## config.mk

```make
export PLATFORM = sky130hd
export DESIGN_NAME = ic_bank_arbiter
export DESIGN_NICKNAME = d
export VERILOG_FILES = /design/src/ic_cfg_pkg.sv /design/src/ic_types_pkg.sv /design/src/ic_bank_arbiter.sv
export SDC_FILE = /design/constraint.sdc
export NUM_CORES = 1
export LEC_CHECK = 0
export ABC_AREA = 1
export BUFFER_PORTS_ARGS = -buffer_cell sky130_fd_sc_hd__buf_4
export CAP_MARGIN = 10
export CORE_ASPECT_RATIO = 1.25
export CORE_MARGIN = 2
export CORE_UTILIZATION = 40
export DETAILED_ROUTE_END_ITERATION = 8
export PLACE_DENSITY_LB_ADDON = 0.12
export SYNTH_ARGS = -nofsm -noshare
export SYNTH_HDL_FRONTEND = slang
export SYNTH_SLANG_ARGS = --single-unit
```

## constraint.sdc

```tcl
create_clock -name clk_i -period 1.7 [get_ports clk_i]
set_input_delay 0 -clock clk_i [delete_from_list [all_inputs] [get_ports clk_i]]
set_output_delay 0 -clock clk_i [all_outputs]
set_load 0.01 [all_outputs]
```

## src/ic_cfg_pkg.sv

```systemverilog
package ic_cfg_pkg;

  // core side
  localparam int unsigned N_CORE = 4;
  localparam int unsigned DW     = 32;
  localparam int unsigned BEW    = 4;
  localparam int unsigned AW     = 16;     // byte address

  // byte lanes
  localparam int unsigned BYTE_W     = DW / BEW;
  localparam int unsigned BYTE_OFF_W = $clog2(BEW);   // word offset bits 1..0

  // bank side
  localparam int unsigned N_BANK     = 4;
  localparam int unsigned BANK_AW    = 6;
  localparam int unsigned BANK_WORDS = 2 ** BANK_AW;  // 64 words per bank

  // address fields, word interleaved
  // [1:0] byte offset, [3:2] bank index, [9:4] word in bank
  localparam int unsigned BANK_SEL_W    = 2;
  localparam int unsigned BANK_ADDR_LSB = 4;

  // high address bit turns any access into a test-and-set
  localparam int unsigned TS_BIT = 12;

  // request id carried through the bank, one id per core
  localparam int unsigned CORE_IDX_W = 2;

endpackage

```

## src/ic_types_pkg.sv

```systemverilog
package ic_types_pkg;

  // arbitration policy, selectable at run time
  typedef enum logic {
    ARB_ROUND_ROBIN = 1'b0,  // start one past last winner
    ARB_FIXED_PRIO  = 1'b1   // lowest core index wins
  } arb_policy_e;

  // operation presented to a bank
  // test-and-set returns the old word and stores all ones
  typedef enum logic [1:0] {
    OP_READ     = 2'd0,
    OP_WRITE    = 2'd1,
    OP_TEST_SET = 2'd2
  } bank_op_e;

endpackage

```

## src/ic_bank_arbiter.sv

```systemverilog
module ic_bank_arbiter (
  input  logic                                                      clk_i,
  input  logic                                                      rst_ni,
  input  ic_types_pkg::arb_policy_e                                 policy_i,
  input  logic [ic_cfg_pkg::N_BANK-1:0][ic_cfg_pkg::N_CORE-1:0]     bank_req_i,
  output logic [ic_cfg_pkg::N_BANK-1:0][ic_cfg_pkg::CORE_IDX_W-1:0] winner_o,
  output logic [ic_cfg_pkg::N_BANK-1:0]                             winner_valid_o,
  output logic [ic_cfg_pkg::N_CORE-1:0]                             core_gnt_o
);

  // per bank, the core index the round-robin search starts from
  logic [ic_cfg_pkg::N_BANK-1:0][ic_cfg_pkg::CORE_IDX_W-1:0] rr_ptr_q;
  logic [ic_cfg_pkg::N_BANK-1:0][ic_cfg_pkg::CORE_IDX_W-1:0] search_start;

  always_comb begin : start_sel
    for (int b = 0; b < ic_cfg_pkg::N_BANK; b++) begin
      if (policy_i == ic_types_pkg::ARB_FIXED_PRIO) begin
        search_start[b] = '0;           // core 0 always first
      end else begin
        search_start[b] = rr_ptr_q[b];
      end
    end
  end

  // first requesting core at or after the start index, wrapping
  always_comb begin : pick_winner
    logic [ic_cfg_pkg::CORE_IDX_W-1:0] idx;
    logic                              found;

    winner_o       = '0;
    winner_valid_o = '0;
    for (int b = 0; b < ic_cfg_pkg::N_BANK; b++) begin
      found = 1'b0;
      for (int k = 0; k < ic_cfg_pkg::N_CORE; k++) begin
        idx = search_start[b] + k[ic_cfg_pkg::CORE_IDX_W-1:0];  // wraps mod N_CORE
        if (!found && bank_req_i[b][idx]) begin
          winner_o[b] = idx;
          found       = 1'b1;
        end
      end
      winner_valid_o[b] = found;
    end
  end

  // a core asks one bank at a time, so at most one bank grants it
  always_comb begin : grant_map
    core_gnt_o = '0;
    for (int b = 0; b < ic_cfg_pkg::N_BANK; b++) begin
      if (winner_valid_o[b]) begin
        core_gnt_o[winner_o[b]] = 1'b1;
      end
    end
  end

  // next search begins one past this cycle's winner
  always_ff @(posedge clk_i or negedge rst_ni) begin : rr_update
    if (!rst_ni) begin
      rr_ptr_q <= '0;
    end else begin
      for (int b = 0; b < ic_cfg_pkg::N_BANK; b++) begin
        if (winner_valid_o[b]) begin
          rr_ptr_q[b] <= winner_o[b] + 1'b1;
        end
      end
    end
  end

endmodule

```

======== Yosys cells after proc, flatten, opt, wreduce, memory -nomap -nowiden ========
Cells that the tools add are included.
storage, ports and cells
  register bits ........................... 8
  bits in latches ......................... 0
  bits in writable memories ............... 0
  memory bits (read-only) ................. 0
  output and inout bits ................... 16
  logic and storage cells ................. 155
  memories ................................ 0
cells by class
  add/sub/neg operators ................... 16
  multiply operators ...................... 0
  div/mod/pow operators ................... 0
  $lt $le $gt $ge ......................... 24
  eq/ne operators ......................... 0
  shifts and indexed selects .............. 0
  muxes and demuxes ....................... 80
  bitwise logic cells ..................... 3
  reduce and logical (&&, ||, !) cells .... 28
operators by type and width
  operator                                             count
  < comparator 2 x 3 -> 1 bit, second input constant   20
  2-to-1 mux 2 bit                                     20
  2-to-1 mux 1 bit                                     36
  binary-select mux 1 bit (select 2 bit)               16
  adder 2 x 1 -> 2 bit, second input constant          8
  adder 2 bit, second input constant                   8
  logical AND 1 bit                                    16
  2-to-1 mux 4 bit                                     4
  logical NOT 1 bit                                    12
  OR 4 bit                                             3
  demux 1 bit (select 2 bit)                           4
  >= comparator 2 x 1 -> 1 bit, second input constant  4

======== Depth between registers and ports, before layout ========
  word-level depth ........................ 24
  mapped depth ............................ 19
  mapped depth without buffers ............ 18

======== Worst setup path after synthesis ========
Ideal clock, no wire load.
  kind .................................... flip-flop to flip-flop
  start ................................... reg rr_ptr_q[4] (netlist name)
  end ..................................... reg rr_ptr_q[5] (netlist name)
  arrival time ............................ 2.001 ns
  required time ........................... 1.572 ns
  slack ................................... -0.429 ns
  cell stages (with the launch flop) ...... 11
  path buffers ............................ 1
  clock period less this slack ............ 2.129 ns
  cells stage by stage .................... dfrtp_1 > buf_2 > nand2_1 > nand2_1 > and2_1 > o21ai_1 > nand2_1 > o21ai_0 > ha_1 > nand2_1 > o21ai_0
RTL lines
  item                              RTL line               RTL
  start: declaration                ic_bank_arbiter.sv:12  logic [ic_cfg_pkg::N_BANK-1:0][ic_cfg_pkg::CORE_IDX_W-1:0] rr_ptr_q;
  start signal: indexed assignment  ic_bank_arbiter.sv:62  rr_ptr_q[b] <= winner_o[b] + 1'b1;

======== Final worst setup path ========
  start ................................... reg rr_ptr_q[0] (netlist name)
  end ..................................... reg rr_ptr_q[0] (netlist name)
between the ends
  cells in the longest elaborated chain, start to end .. 14
ends and longest elaborated chain
  item                                                                           RTL line               RTL
  2-to-1 mux 2 bit *                                                             ic_bank_arbiter.sv:17  if (policy_i == ic_types_pkg::ARB_FIXED_PRIO) begin
  parallel branches: the longest is 13 deep, another holds adder 2 x 1 -> 2 bit  n/a
Every way passes the cells marked *. The select of a mux whose other input is x is not followed.
A chain may end at the register's enable or synchronous reset.

==> run_results.csv <==
group,metric,value,unit
status,status,"finished, violations left",
status,violations,"negative setup slack",
worst_setup_path,cp_top_family,"buffers and inverters",
timing,skew,0.0000778,ns
logic_synthesis,ys_seq_elements,8,
min_path,hp-class,"in2async",
logic_synthesis,synthAdderAreaFrac,11.0,%
final_layout,syn_to_final_growth,97.6,%
logic_synthesis,synth_area,1820,sq um
pwr,ir_drop,1320,uV
die,dieArea,5110,sq um
timing,fmax,448,MHz
die,die_w,64.3,um
logic_synthesis,synth_edf_count,0,
logic_synthesis,synth.most_common_cell,"nand2_1",
timing,post-route-period-util,131,%
die,ioPinCount,35,
logic_synthesis,synth_top_cell_by_area,"nand2_1",
place,dp_slack,-0.344,ns
die,rows,27,
worst_setup_path,cpMaxStageDelayCell,"dfrtp_1",
timing,hold_viol,0,
worst_setup_path,crit_arrival,2.39,ns
worst_setup_path,cp.depth,15,
logic_synthesis,ys_seq_area_share,11.0,%
routing,wl_per_cell,12.3,um
cts,clockBufferDepth,2,
timing,setup_slack,-0.531,ns
worst_setup_path,worstPathBufferInverterCount,8,
worst_setup_path,crit_top_cell,"buf_4",
logic_synthesis,synth_xor_area_share,0,%
final_layout,top_regs,"rr_ptr_q (8)",
routing,antenna_left,0,
die,initial_utilization,41.5,%
logic_synthesis,syn_avg_cell_area,5.45,sq um
timing,finalSetupViolations,21,
logic_synthesis,synthesis.instances,334,
worst_setup_path,worstPathMaxFanout,8,
worst_setup_path,cp_slowest_stage_delay,0.39,ns
place,dp_hpwl,3.90,mm
flow_run,maxCapViolCount,0,
worst_setup_path,endpoint_kind,"flip-flop",
die,die_h,79.4,um
logic_synthesis,synthMuxAreaShare,0,%
global_routing,grt_max_degree,13,
final_layout,largest_register_ffs,8,
global_routing,grt_usage,22.7,%
global_routing,grt_pass1_wl,9.60,mm
timing,max-slew-margin-rel,76.4,%
logic_synthesis,synthTopCellsByCount,"143 x nand2_1, 50 x inv_1, 43 x nand3_1",
routing,postRouteWirelength,6.30,mm
pwr,power.density,1950,nW/um^2
pwr,clockPowerShare,3.2,%
worst_setup_path,reg2reg_depth,15,
timing,whs,0.139,ns
timing,tns,-5.30,ns
logic_synthesis,synth_async_sr_flop_share,100,%
pwr,switchingPower,3.47,mW
timing,min_period,2.23,ns
final_layout,fin_util,81.9,%
final_layout,regMostFlops,"rr_ptr_q",
timing,maxSlewViolCount,0,
pwr,p_int,3.55,mW
logic_synthesis,synth_compound_area_share,7.84,%
routing,dr.first_iter.drc_count,83,
place,port_buffers,34,
cts,clk_pin_slew,0.04,ns
routing,drc_errors,0,
worst_setup_path,worstSetupPathType,"reg2reg",
routing,first_pass_iters,4,
logic_synthesis,ys_warn_count,0,
cts,cts_buffers,3,
logic_synthesis,syn_nets,369,
logic_synthesis,ys.flop_type,"dfrtp_1",
logic_synthesis,synthTopCellsByArea,"nand2_1 29%, nand3_1 12%, dfrtp_1 11%, ha_1 11%, inv_1 10%",
logic_synthesis,synth_top_family_by_area,"simple AND/OR/NAND/NOR gates",
global_routing,grt_pass1_vias,2402,
worst_setup_path,crit_chain,"buf_12, nand3b_1, nand2_2, o21ai_4, nand2_2, buf_4, buf_4, buf_4, buf_4, buf_4, buf_4, buf_4, nand3_1, nand3_1, nand2_1",
pwr,pwr-share-seq,6.9,%
routing,drt-vias-per-instance,4.94,
cts,cts_tree,"yes",
pwr,p_sw_share,49.4,%
timing,tightest_slew,0.351,ns
logic_synthesis,synth_cell_types,23,
worst_setup_path,required,1.86,ns
routing,vias,2533,
pwr,combPwrFrac,89.9,%
final_layout,drive_gt1_share,60.7,%
die,core-area,4390,sq um
worst_setup_path,start_kind,"flip-flop",
logic_synthesis,synth-simple-area-share,55.8,%
logic_synthesis,synth_top_area_share,29.5,%
place,place_congestion,0.842,
global_routing,gr-total-overflow,0,
cts,cts-root-buf,"clkbuf_8",
pwr,p_leak,1.90,nW
cts,cts-htree-levels,1,
cts,clk_latency,0.23,ns
final_layout,nNetsFinal,492,
timing,rsz0062_at_grt,"true",
final_layout,n_antenna_cell,0,
global_routing,antenna_found_initial,0,
final_layout,fillCellCount,287,
cts,cts.sinks,8,
-- metal layers --
metal / part of all wire, % / global-route usage (%) / vias to the layer above
met3: 3.0 / 2.12 / 14
met2: 58 / 46.4 / 55
met1: 37 / 24.5 / 1186
li1: - / - / 1278
met5: 0 / 0 / -
met4: 2.0 / 5.11 / 0
-- final timing paths --
check                                   startpoint                      end  slack (ns)
max                        rr_ptr_q[0]$_DFFE_PN0P_  rr_ptr_q[0]$_DFFE_PN0P_       -0.53
min                                         rst_ni  rr_ptr_q[0]$_DFFE_PN0P_        0.14
max reg2reg                rr_ptr_q[0]$_DFFE_PN0P_  rr_ptr_q[0]$_DFFE_PN0P_       -0.53
min reg2reg                rr_ptr_q[4]$_DFFE_PN0N_  rr_ptr_q[4]$_DFFE_PN0N_        0.63
max in group asynchronous                   rst_ni  rr_ptr_q[2]$_DFFE_PN0N_        1.41
min in group clk_i                   bank_req_i[3]  rr_ptr_q[0]$_DFFE_PN0P_        0.39
-- cells in the final DEF (no fill, tap or decap), types with 3 or more instances in the layout --
master / synthesis / routed
inv_4: 0 / 3
dfrtp_2: 0 / 3
nor2_2: 1 / 5
o21ai_2: 3 / 4
nand3_1: 43 / 28
nand2_4: 0 / 15
nor2_4: 3 / 7
nand3b_1: 3 / 3
clkbuf_8: 0 / 3
ha_2: 0 / 4
buf_6: 2 / 29
nand3_4: 2 / 12
a21oi_4: 0 / 3
dfrtp_1: 8 / 5
nand3_2: 6 / 11
nand2_1: 143 / 86
inv_2: 5 / 16
inv_1: 50 / 36
o21ai_4: 0 / 8
nand2_2: 9 / 50
ha_4: 0 / 4
ha_1: 16 / 8
buf_12: 0 / 3
buf_4: 3 / 92
o21ai_1: 5 / 6
-- area by class of cell --
type / instances / area (sq um) / share of cell area [%]
inverter: 55 / 214 / 5.95
timing repair buffer: 125 / 1090 / 30.2
sequential: 8 / 204 / 5.67
multi-input combinational: 264 / 1980 / 55.0
tap: 58 / 72.6 / 2.02
clock buffer: 3 / 41.3 / 1.15
-- cell families (layout without fill, tap and decap cells) --
logic type,Yosys count,in the layout
AOI/OAI and AO/OA,26,26
adders and majority gates,16,16
buffers and inverters,62,183
DFF,8,8
and+or+nand+nor,222,222
-- stage by stage --
stage / instances / power (mW) / instance area [sq um]
finish: 513 / 7.02 / 3600
global route: 513 / 7.59 / 3600
CTS: 499 / 6.01 / 3180
detailed placement: 471 / 4.75 / 2670
global placement: 471 / 4.71 / 2670
floorplan: 334 / 3.12 / 1980
-- power by group through the flow --
stage / logic (mW) / registers (mW) / clock network, mW
after global placement: 4.26 / 0.449 / 0
after detailed placement: 4.30 / 0.456 / 0
after global routing: 6.85 / 0.500 / 0.237
after floorplan: 2.75 / 0.374 / 0
after CTS: 5.32 / 0.459 / 0.229
final: 6.32 / 0.483 / 0.224
-- repair_timing --
action,CTS,global route
pin swaps,43,45
hold endpoints to repair,8,0
setup buffers,29,15
setup endpoints to repair,20,23
resized for setup,77,81
hold buffers,1,0
No activity file was read; power rests on OpenSTA's default activity.
